`config.mk`:
```
export PLATFORM = sky130hd
export DESIGN_NAME = core_top
export DESIGN_NICKNAME = d
export VERILOG_FILES = /design/src/core_pkg.sv /design/src/register_file.sv /design/src/id_stage.sv /design/src/ex_stage.sv /design/src/core_top.sv
export SDC_FILE = /design/constraint.sdc
export NUM_CORES = 2
export LEC_CHECK = 0
export BUFFER_PORTS_ARGS = -buffer_cell sky130_fd_sc_hd__buf_2
export CORE_MARGIN = 8
export CORE_UTILIZATION = 35
export DETAILED_ROUTE_END_ITERATION = 8
export PLACE_DENSITY_LB_ADDON = 0.08
export SLEW_MARGIN = 15
export SYNTH_ARGS = -nofsm -noshare
export SYNTH_HDL_FRONTEND = slang
export SYNTH_SLANG_ARGS = --single-unit
```
`constraint.sdc`:
```
create_clock -name clk_i -period 5.1 [get_ports clk_i]
set_input_delay 0.51 -clock clk_i [delete_from_list [all_inputs] [get_ports clk_i]]
set_output_delay 0.51 -clock clk_i [all_outputs]
set_load 0.005 [all_outputs]
```
`src/core_pkg.sv`:
```
// Widths, opcode and funct constants, ALU operation codes, instruction word union
package core_pkg;

  //////////////////////////////////////////////////////////////////////
  // Widths
  //////////////////////////////////////////////////////////////////////

  // Data and instruction word
  localparam int XLEN       = 32;
  // Register index
  localparam int REG_ADDR_W = 5;
  localparam int NUM_REGS   = 32;
  // ALU operation code
  localparam int ALU_OP_W   = 4;
  // Shift amount taken from operand B
  localparam int SHAMT_W    = 5;

  //////////////////////////////////////////////////////////////////////
  // Opcodes and funct fields
  //////////////////////////////////////////////////////////////////////

  localparam logic [6:0] OPC_OP     = 7'b0110011;
  localparam logic [6:0] OPC_OP_IMM = 7'b0010011;
  localparam logic [6:0] OPC_LUI    = 7'b0110111;

  localparam logic [2:0] F3_ADD_SUB = 3'b000;
  localparam logic [2:0] F3_SLL     = 3'b001;
  localparam logic [2:0] F3_SLT     = 3'b010;
  localparam logic [2:0] F3_SLTU    = 3'b011;
  localparam logic [2:0] F3_XOR     = 3'b100;
  localparam logic [2:0] F3_SRL_SRA = 3'b101;
  localparam logic [2:0] F3_OR      = 3'b110;
  localparam logic [2:0] F3_AND     = 3'b111;

  // Alternate form, SUB instead of ADD and SRA instead of SRL
  localparam logic [6:0] F7_ALT     = 7'b0100000;

  //////////////////////////////////////////////////////////////////////
  // ALU operations
  //////////////////////////////////////////////////////////////////////

  localparam logic [ALU_OP_W-1:0] ALU_ADD    = 4'd0;
  localparam logic [ALU_OP_W-1:0] ALU_SUB    = 4'd1;
  localparam logic [ALU_OP_W-1:0] ALU_AND    = 4'd2;
  localparam logic [ALU_OP_W-1:0] ALU_OR     = 4'd3;
  localparam logic [ALU_OP_W-1:0] ALU_XOR    = 4'd4;
  localparam logic [ALU_OP_W-1:0] ALU_SLT    = 4'd5;
  localparam logic [ALU_OP_W-1:0] ALU_SLTU   = 4'd6;
  localparam logic [ALU_OP_W-1:0] ALU_SLL    = 4'd7;
  localparam logic [ALU_OP_W-1:0] ALU_SRL    = 4'd8;
  localparam logic [ALU_OP_W-1:0] ALU_SRA    = 4'd9;
  // Operand B straight through, used by LUI
  localparam logic [ALU_OP_W-1:0] ALU_PASS_B = 4'd10;

  //////////////////////////////////////////////////////////////////////
  // Instruction word
  //////////////////////////////////////////////////////////////////////

  // Same 32 bits seen as R-type or I-type
  typedef union packed {
    struct packed {
      logic [6:0]            funct7;
      logic [REG_ADDR_W-1:0] rs2;
      logic [REG_ADDR_W-1:0] rs1;
      logic [2:0]            funct3;
      logic [REG_ADDR_W-1:0] rd;
      logic [6:0]            opcode;
    } r;
    struct packed {
      logic [11:0]           imm12;
      logic [REG_ADDR_W-1:0] rs1;
      logic [2:0]            funct3;
      logic [REG_ADDR_W-1:0] rd;
      logic [6:0]            opcode;
    } i;
  } instr_t;

endpackage

```
`src/register_file.sv`:
```
// 32x32 register file, two combinational read ports, one write port, x0 hardwired to zero
`timescale 1ns/1ps

module register_file import core_pkg::*; (
  input  logic                  clk_i,
  input  logic                  rst_n_i,

  // Read ports
  input  logic [REG_ADDR_W-1:0] raddr_a_i,
  input  logic [REG_ADDR_W-1:0] raddr_b_i,
  output logic [XLEN-1:0]       rdata_a_o,
  output logic [XLEN-1:0]       rdata_b_o,

  // Write port from WB
  input  logic                  we_i,
  input  logic [REG_ADDR_W-1:0] waddr_i,
  input  logic [XLEN-1:0]       wdata_i
);

  // Storage, entry 0 is never written
  logic [XLEN-1:0] regs_q [NUM_REGS];

  //////////////////////////////////////////////////////////////////////
  // Write
  //////////////////////////////////////////////////////////////////////

  always_ff @(posedge clk_i) begin
    if (!rst_n_i) begin
      for (int i = 0; i < NUM_REGS; i++) begin
        regs_q[i] <= '0;
      end
    end else if (we_i && (waddr_i != '0)) begin
      regs_q[waddr_i] <= wdata_i;
    end
  end

  //////////////////////////////////////////////////////////////////////
  // Read
  //////////////////////////////////////////////////////////////////////

  // Old value during a same-cycle write
  assign rdata_a_o = (raddr_a_i == '0) ? '0 : regs_q[raddr_a_i];
  assign rdata_b_o = (raddr_b_i == '0) ? '0 : regs_q[raddr_b_i];

endmodule

```
`src/id_stage.sv`:
```
// Decode stage with instruction input register, decoder, bypass muxes and ID/EX register
`timescale 1ns/1ps

module id_stage import core_pkg::*; (
  input  logic                  clk_i,
  input  logic                  rst_n_i,

  // Instruction strobe
  input  logic                  instr_valid_i,
  input  instr_t                instr_i,

  // Register file read
  output logic [REG_ADDR_W-1:0] rf_raddr_a_o,
  output logic [REG_ADDR_W-1:0] rf_raddr_b_o,
  input  logic [XLEN-1:0]       rf_rdata_a_i,
  input  logic [XLEN-1:0]       rf_rdata_b_i,

  // Bypass from EX
  input  logic                  ex_fwd_we_i,
  input  logic [REG_ADDR_W-1:0] ex_fwd_rd_i,
  input  logic [XLEN-1:0]       ex_fwd_data_i,

  // Bypass from WB
  input  logic                  wb_we_i,
  input  logic [REG_ADDR_W-1:0] wb_rd_i,
  input  logic [XLEN-1:0]       wb_data_i,

  // ID/EX register
  output logic                  ex_valid_o,
  output logic                  ex_we_o,
  output logic [REG_ADDR_W-1:0] ex_rd_o,
  output logic [ALU_OP_W-1:0]   ex_alu_op_o,
  output logic [XLEN-1:0]       ex_op_a_o,
  output logic [XLEN-1:0]       ex_op_b_o
);

  // Input register
  logic                instr_valid_q;
  instr_t              instr_q;

  // Decoder
  logic                dec_legal;
  logic                dec_use_imm;
  logic                dec_lui;
  logic                dec_alt;
  logic                dec_we;
  logic [ALU_OP_W-1:0] dec_alu_op;

  // Operands
  logic [XLEN-1:0]     imm_i;
  logic [XLEN-1:0]     imm_u;
  logic [XLEN-1:0]     rs1_val;
  logic [XLEN-1:0]     rs2_val;
  logic [XLEN-1:0]     op_b;

  // funct3 to ALU operation
  // Alt picks SUB or SRA
  function automatic logic [ALU_OP_W-1:0] f3_to_alu_op(
    input logic [2:0] funct3,
    input logic       alt
  );
    logic [ALU_OP_W-1:0] op;
    case (funct3)
      F3_ADD_SUB: op = alt ? ALU_SUB : ALU_ADD;
      F3_SLL:     op = ALU_SLL;
      F3_SLT:     op = ALU_SLT;
      F3_SLTU:    op = ALU_SLTU;
      F3_XOR:     op = ALU_XOR;
      F3_SRL_SRA: op = alt ? ALU_SRA : ALU_SRL;
      F3_OR:      op = ALU_OR;
      F3_AND:     op = ALU_AND;
    endcase
    return op;
  endfunction

  // Priority EX over WB over register file
  function automatic logic [XLEN-1:0] bypass_sel(
    input logic [REG_ADDR_W-1:0] src,
    input logic [XLEN-1:0]       rf_data,
    input logic                  ex_we,
    input logic [REG_ADDR_W-1:0] ex_rd,
    input logic [XLEN-1:0]       ex_data,
    input logic                  wb_we,
    input logic [REG_ADDR_W-1:0] wb_rd,
    input logic [XLEN-1:0]       wb_data
  );
    logic [XLEN-1:0] val;
    val = rf_data;
    if (ex_we && (ex_rd != '0) && (ex_rd == src)) begin
      val = ex_data;
    end else if (wb_we && (wb_rd != '0) && (wb_rd == src)) begin
      val = wb_data;
    end
    return val;
  endfunction

  //////////////////////////////////////////////////////////////////////
  // Instruction input register
  //////////////////////////////////////////////////////////////////////

  always_ff @(posedge clk_i) begin
    if (!rst_n_i) begin
      instr_valid_q <= 1'b0;
    end else begin
      instr_valid_q <= instr_valid_i;
    end
  end

  // Payload only moves on a strobe
  always_ff @(posedge clk_i) begin
    if (instr_valid_i) begin
      instr_q <= instr_i;
    end
  end

  //////////////////////////////////////////////////////////////////////
  // Decoder
  //////////////////////////////////////////////////////////////////////

  // funct7 of the R view overlays imm12[11:5] of the I view
  assign dec_alt = (instr_q.r.funct7 == F7_ALT);

  always_comb begin
    dec_legal   = 1'b0;
    dec_use_imm = 1'b0;
    dec_lui     = 1'b0;
    dec_alu_op  = ALU_ADD;
    case (instr_q.r.opcode)
      OPC_OP: begin
        dec_legal  = 1'b1;
        dec_alu_op = f3_to_alu_op(instr_q.r.funct3, dec_alt);
      end
      OPC_OP_IMM: begin
        dec_legal   = 1'b1;
        dec_use_imm = 1'b1;
        // No subtract form for immediates
        dec_alu_op  = f3_to_alu_op(instr_q.i.funct3,
                                   dec_alt && (instr_q.i.funct3 == F3_SRL_SRA));
      end
      OPC_LUI: begin
        dec_legal  = 1'b1;
        dec_lui    = 1'b1;
        dec_alu_op = ALU_PASS_B;
      end
      default: begin
        dec_legal = 1'b0;
      end
    endcase
  end

  // No write for x0 or unknown opcodes
  assign dec_we = instr_valid_q && dec_legal && (instr_q.r.rd != '0);

  //////////////////////////////////////////////////////////////////////
  // Operand read and bypass
  //////////////////////////////////////////////////////////////////////

  assign rf_raddr_a_o = instr_q.r.rs1;
  assign rf_raddr_b_o = instr_q.r.rs2;

  assign rs1_val = bypass_sel(instr_q.r.rs1, rf_rdata_a_i,
                              ex_fwd_we_i, ex_fwd_rd_i, ex_fwd_data_i,
                              wb_we_i, wb_rd_i, wb_data_i);
  assign rs2_val = bypass_sel(instr_q.r.rs2, rf_rdata_b_i,
                              ex_fwd_we_i, ex_fwd_rd_i, ex_fwd_data_i,
                              wb_we_i, wb_rd_i, wb_data_i);

  // Sign-extended I immediate
  assign imm_i = {{(XLEN-12){instr_q.i.imm12[11]}}, instr_q.i.imm12};
  // U immediate rebuilt from I view fields
  assign imm_u = {instr_q.i.imm12, instr_q.i.rs1, instr_q.i.funct3, 12'b0};

  always_comb begin
    if (dec_lui) begin
      op_b = imm_u;
    end else if (dec_use_imm) begin
      op_b = imm_i;
    end else begin
      op_b = rs2_val;
    end
  end

  //////////////////////////////////////////////////////////////////////
  // ID/EX register
  //////////////////////////////////////////////////////////////////////

  always_ff @(posedge clk_i) begin
    if (!rst_n_i) begin
      ex_valid_o <= 1'b0;
      ex_we_o    <= 1'b0;
    end else begin
      ex_valid_o <= instr_valid_q;
      ex_we_o    <= dec_we;
    end
  end

  always_ff @(posedge clk_i) begin
    ex_rd_o     <= instr_q.r.rd;
    ex_alu_op_o <= dec_alu_op;
    ex_op_a_o   <= rs1_val;
    ex_op_b_o   <= op_b;
  end

endmodule

```
`src/ex_stage.sv`:
```
// Execute stage: ALU, EX bypass outputs, EX/WB pipeline register
`timescale 1ns/1ps

module ex_stage import core_pkg::*; (
  input  logic                  clk_i,
  input  logic                  rst_n_i,

  // ID/EX register
  input  logic                  ex_valid_i,
  input  logic                  ex_we_i,
  input  logic [REG_ADDR_W-1:0] ex_rd_i,
  input  logic [ALU_OP_W-1:0]   ex_alu_op_i,
  input  logic [XLEN-1:0]       ex_op_a_i,
  input  logic [XLEN-1:0]       ex_op_b_i,

  // Bypass back to decode
  output logic                  ex_fwd_we_o,
  output logic [REG_ADDR_W-1:0] ex_fwd_rd_o,
  output logic [XLEN-1:0]       ex_fwd_data_o,

  // EX/WB register
  output logic                  wb_valid_o,
  output logic [REG_ADDR_W-1:0] wb_rd_o,
  output logic [XLEN-1:0]       wb_data_o
);

  logic [XLEN-1:0]    alu_result;
  logic [SHAMT_W-1:0] shamt;

  //////////////////////////////////////////////////////////////////////
  // ALU
  //////////////////////////////////////////////////////////////////////

  // Low bits of B only
  assign shamt = ex_op_b_i[SHAMT_W-1:0];

  always_comb begin
    case (ex_alu_op_i)
      ALU_ADD:    alu_result = ex_op_a_i + ex_op_b_i;
      ALU_SUB:    alu_result = ex_op_a_i - ex_op_b_i;
      ALU_AND:    alu_result = ex_op_a_i & ex_op_b_i;
      ALU_OR:     alu_result = ex_op_a_i | ex_op_b_i;
      ALU_XOR:    alu_result = ex_op_a_i ^ ex_op_b_i;
      // Signed compare
      ALU_SLT:    alu_result = {{(XLEN-1){1'b0}}, $signed(ex_op_a_i) < $signed(ex_op_b_i)};
      ALU_SLTU:   alu_result = {{(XLEN-1){1'b0}}, ex_op_a_i < ex_op_b_i};
      ALU_SLL:    alu_result = ex_op_a_i << shamt;
      ALU_SRL:    alu_result = ex_op_a_i >> shamt;
      // Sign bit fills from the left
      ALU_SRA:    alu_result = $unsigned($signed(ex_op_a_i) >>> shamt);
      ALU_PASS_B: alu_result = ex_op_b_i;
      default:    alu_result = '0;
    endcase
  end

  //////////////////////////////////////////////////////////////////////
  // EX bypass
  //////////////////////////////////////////////////////////////////////

  assign ex_fwd_we_o   = ex_valid_i && ex_we_i;
  assign ex_fwd_rd_o   = ex_rd_i;
  assign ex_fwd_data_o = alu_result;

  //////////////////////////////////////////////////////////////////////
  // EX/WB register
  //////////////////////////////////////////////////////////////////////

  // Strobe only for real writes
  always_ff @(posedge clk_i) begin
    if (!rst_n_i) begin
      wb_valid_o <= 1'b0;
    end else begin
      wb_valid_o <= ex_valid_i && ex_we_i;
    end
  end

  always_ff @(posedge clk_i) begin
    wb_rd_o   <= ex_rd_i;
    wb_data_o <= alu_result;
  end

endmodule

```
`src/core_top.sv`:
```
// Top level of the three-stage pipeline: decode, execute, register file and write-back ports
`timescale 1ns/1ps

module core_top import core_pkg::*; (
  input  logic                  clk_i,
  input  logic                  rst_n_i,

  // Instruction strobe, no back-pressure
  input  logic                  instr_valid_i,
  input  instr_t                instr_i,

  // Write-back
  output logic                  wb_valid_o,
  output logic [REG_ADDR_W-1:0] wb_rd_o,
  output logic [XLEN-1:0]       wb_data_o
);

  // Register file read
  logic [REG_ADDR_W-1:0] rf_raddr_a;
  logic [REG_ADDR_W-1:0] rf_raddr_b;
  logic [XLEN-1:0]       rf_rdata_a;
  logic [XLEN-1:0]       rf_rdata_b;

  // ID/EX
  logic                  ex_valid;
  logic                  ex_we;
  logic [REG_ADDR_W-1:0] ex_rd;
  logic [ALU_OP_W-1:0]   ex_alu_op;
  logic [XLEN-1:0]       ex_op_a;
  logic [XLEN-1:0]       ex_op_b;

  // EX bypass
  logic                  ex_fwd_we;
  logic [REG_ADDR_W-1:0] ex_fwd_rd;
  logic [XLEN-1:0]       ex_fwd_data;

  // EX/WB
  logic                  wb_valid;
  logic [REG_ADDR_W-1:0] wb_rd;
  logic [XLEN-1:0]       wb_data;

  //////////////////////////////////////////////////////////////////////
  // Stages
  //////////////////////////////////////////////////////////////////////

  id_stage id_stage_i (
    .clk_i         ( clk_i         ),
    .rst_n_i       ( rst_n_i       ),
    .instr_valid_i ( instr_valid_i ),
    .instr_i       ( instr_i       ),
    .rf_raddr_a_o  ( rf_raddr_a    ),
    .rf_raddr_b_o  ( rf_raddr_b    ),
    .rf_rdata_a_i  ( rf_rdata_a    ),
    .rf_rdata_b_i  ( rf_rdata_b    ),
    .ex_fwd_we_i   ( ex_fwd_we     ),
    .ex_fwd_rd_i   ( ex_fwd_rd     ),
    .ex_fwd_data_i ( ex_fwd_data   ),
    // WB result doubles as bypass
    .wb_we_i       ( wb_valid      ),
    .wb_rd_i       ( wb_rd         ),
    .wb_data_i     ( wb_data       ),
    .ex_valid_o    ( ex_valid      ),
    .ex_we_o       ( ex_we         ),
    .ex_rd_o       ( ex_rd         ),
    .ex_alu_op_o   ( ex_alu_op     ),
    .ex_op_a_o     ( ex_op_a       ),
    .ex_op_b_o     ( ex_op_b       )
  );

  ex_stage ex_stage_i (
    .clk_i         ( clk_i         ),
    .rst_n_i       ( rst_n_i       ),
    .ex_valid_i    ( ex_valid      ),
    .ex_we_i       ( ex_we         ),
    .ex_rd_i       ( ex_rd         ),
    .ex_alu_op_i   ( ex_alu_op     ),
    .ex_op_a_i     ( ex_op_a       ),
    .ex_op_b_i     ( ex_op_b       ),
    .ex_fwd_we_o   ( ex_fwd_we     ),
    .ex_fwd_rd_o   ( ex_fwd_rd     ),
    .ex_fwd_data_o ( ex_fwd_data   ),
    .wb_valid_o    ( wb_valid      ),
    .wb_rd_o       ( wb_rd         ),
    .wb_data_o     ( wb_data       )
  );

  //////////////////////////////////////////////////////////////////////
  // Register file, written on the edge after the WB strobe
  //////////////////////////////////////////////////////////////////////

  register_file register_file_i (
    .clk_i     ( clk_i      ),
    .rst_n_i   ( rst_n_i    ),
    .raddr_a_i ( rf_raddr_a ),
    .raddr_b_i ( rf_raddr_b ),
    .rdata_a_o ( rf_rdata_a ),
    .rdata_b_o ( rf_rdata_b ),
    .we_i      ( wb_valid   ),
    .waddr_i   ( wb_rd      ),
    .wdata_i   ( wb_data    )
  );

  // Write-back ports
  assign wb_valid_o = wb_valid;
  assign wb_rd_o    = wb_rd;
  assign wb_data_o  = wb_data;

endmodule

```
==> qor.yml <==
clock_tree:
  post_cts_resized: 0
  cts_sinks: 1180
  postCtsSetupBuffers: 0
  cts_buffers: 144
  clock_path_buffers: 3
  root_buffer: "clkbuf_16"
  path_clk_slew_ns: 0.06
  tritoncts: "done"
  clock_latency_ns: 0.81
  htreeDepth: 4
final_layout:
  layout-drive-gt1-share: 0.270
  final_cells: 7884
  syn_to_final_growth_pct: 13.3
  final_core_util: 0.399
  fin_nets: 5270
  nFillCells: 18319
synthesis:
  synth-edff-count: 1056
  synth_cell_types: 106
  synth_seq_cells: 1180
  yosys.area.top_type: "edfxtp_1"
  syn_inst: 5115
  yosys-top-cells-count: "1056 x edfxtp_1, 999 x and2_1, 685 x mux4_2"
  syn_area_sq_um: 69700
  syn_area_per_cell_sq_um: 13.6
  async_flop_share: 0
  netlist.area_leader.share: 0.455
  ys_warn_count: 0
  netlist_top_cells_area: "edfxtp_1 46%, mux4_2 22%, and2_1 9.0%"
  synth.most_common_cell: "edfxtp_1"
  yosysSeqAreaShare: 0.491
  synthFlopType: "edfxtp_1"
pwr:
  internal_power_mw: 20.2
  power_frac_seq: 0.381
  power_density_nw_per_um2: 402
  power_switching_mw: 11.6
  ir_drop_uv: 351
  netSwitchingFraction: 0.364
  comb_power_share: 0.300
  p_leak_nw: 28.2
  p_clk_frac: 0.319
setup_path:
  path_class: "flip-flop to flip-flop"
  startpoint_type: "flip-flop"
  path_buf_inv: 0
  crit_top_cell: "o21ai_0"
  r2r_slack_ns: 0.78
  crit_slowest_cell: "o41ai_1"
  cp-end-kind: "flip-flop"
  cp_top_family: "simple AND/OR/NAND/NOR gates"
  crit_fanout: 13
  crit_chain: "nor3_1 > nand2_1 > o21ai_0 > o21ai_0 > nand4_1 > nor2_1 > o41ai_1"
  cp.arrival_ns: 4.89
  worstPathRequired_ns: 5.67
  critPathMaxStageDelay_ns: 1.04
floorplan:
  core_area_sq_um: 198000
  die_h_um: 462
  pin_count: 73
  initial_core_util: 0.353
  rows: 163
  die-area_sq_um: 214000
  die_w_um: 462
min_path:
  hold_path_class: "input port to flip-flop"
routing:
  firstDrtPassIters: 5
  drt-initial-drc-count: 5559
  remaining_drc_errors: 0
  vias_per_cell: 6.01
  drt_wl_total_um: 286000
  antenna_left: 0
  vias: 47395
  routedWlPerCell_um: 36.2
global_route:
  gr-total-overflow: 0
  grt_pass1_wl_um: 395000
  antenna_found_initial: 25
  grt_max_degree: 93
  track_usage: 0.262
  grt_pass1_vias: 47579
sta:
  fin_crit_sh: 0.847
  layout_min_cycle_time_ns: 4.32
  rsz0062_at_grt: "no"
  finalSetupViolCount: 0
  fmax_mhz: 232
  setup_tns_ns: 0
  skew_ns: 0.0420
  tightest_slew_ns: 1.21
  relSlewSlack: 0.180
  hold_viol: 0
  drv_slew: 0
placement:
  portBuffers: 72
  dp_hpwl_um: 191000
  dp_cells: 7584
  gp_congestion: 1.03
flow_run:
  cap_violations: 0
outcome:
  status: "finished, final reports clean"
==> layout make-up <==
cell class                 count  area, sq um  area share
clock inverter                77          702     0.00889
sequential                  1180        34200       0.434
clock buffer                 181         3830      0.0485
multi-input combinational   3326        33500       0.425
timing repair buffer         338         2830      0.0359
inverter                     129          484     0.00613
tap                         2640         3300      0.0418
antenna                       13         32.5    0.000412
==> cells in the final DEF, fill, tap and decap left out, types with 112 or more instances in the layout <==
master,Yosys,final
and2_1,999,999
a21oi_1,176,174
nand2_1,142,142
clkbuf_16,0,147
inv_1,124,123
nor2_1,209,175
mux4_2,685,685
ha_1,114,114
o21ai_0,143,112
edfxtp_1,1056,1056
buf_4,19,208
==> per-stage QoR <==
step	total power [mW]	hold WS [ns]	area [sq um]	setup WS [ns]
floorplan	17.6	0.339	69800	0.989
global placement	21.7	0.368	74000	0.801
detailed placement	21.6	0.362	74100	0.906
CTS	31.8	0.00165	78900	0.866
global route	32.9	0.0261	78900	0.595
finish	31.7	0.0887	78900	0.781
==> state kept, by name, summed over array words and instances, names as in the netlist, named ones only <==
register,count
ex_stage_i.wb_data_o,32
ex_stage_i.wb_rd_o,5
ex_stage_i.wb_valid_o,1
id_stage_i.ex_alu_op_o,4
id_stage_i.ex_op_a_o,32
id_stage_i.ex_op_b_o,32
id_stage_i.ex_rd_o,5
id_stage_i.ex_valid_o,1
id_stage_i.ex_we_o,1
id_stage_i.instr_q,32
id_stage_i.instr_valid_q,1
register_file_i.regs_q,1024
==> what timing repair did <==
item	4_1_cts	5_1_grt
endpoints found under the hold margin	33	0
hold buffers	28	0
endpoints found under the setup margin	0	0
==> cell families (layout without fill, tap and decap cells) <==
family	count (synthesis)	count (layout)	synth area share
and+or+nand+nor	1569	1569	0.129
AOI/OAI and AO/OA	741	741	0.0714
other	1	45	0.0000538
DFF	1180	1180	0.491
adders and majority gates	116	116	0.0210
buffers and inverters	640	725	0.0393
muxes	844	844	0.246
xor gates and xnor gates	24	24	0.00302
==> worst register-to-register path, stage by stage, from the launching register on <==
cell	delay [ns]
dfxtp_1	0.50
nor3_1	0.85
nand2_1	0.74
o21ai_0	0.34
o21ai_0	0.15
nand4_1	0.37
nor2_1	0.10
o41ai_1	1.04
==> metal layers <==
layer	up-vias	GRT usage	wire length [um]
li1	19714	-	-
met1	25238	0.363	122000
met2	2017	0.421	133000
met3	422	0.0495	20900
met4	4	0.0756	9370
met5	-	0	26
==> power by group through the flow <==
| stage | Clock (mW) | Sequential, mW | Combinational [mW] |
|---|---|---|---|
| 5_1_grt | 10.7 | 12.2 | 10.0 |
| 3_3_place_gp | 0 | 12.3 | 9.42 |
| 2_1_floorplan | 0 | 11.8 | 5.88 |
| 6_report | 10.1 | 12.1 | 9.52 |
| 3_5_place_dp | 0 | 12.3 | 9.35 |
| 4_1_cts | 10.3 | 12.1 | 9.39 |
==> worst paths after layout <==
check	startpoint	cells after the start	endpoint
min reg2reg	id_stage_i.instr_q[11]	0	id_stage_i.ex_rd_o[4]
max	id_stage_i.ex_alu_op_o[1]	7	id_stage_i.ex_op_b_o[2]
max reg2reg	id_stage_i.ex_alu_op_o[1]	7	id_stage_i.ex_op_b_o[2]
min	instr_i[15]	1	id_stage_i.instr_q[15]
Power figures use the tool's default switching activity.
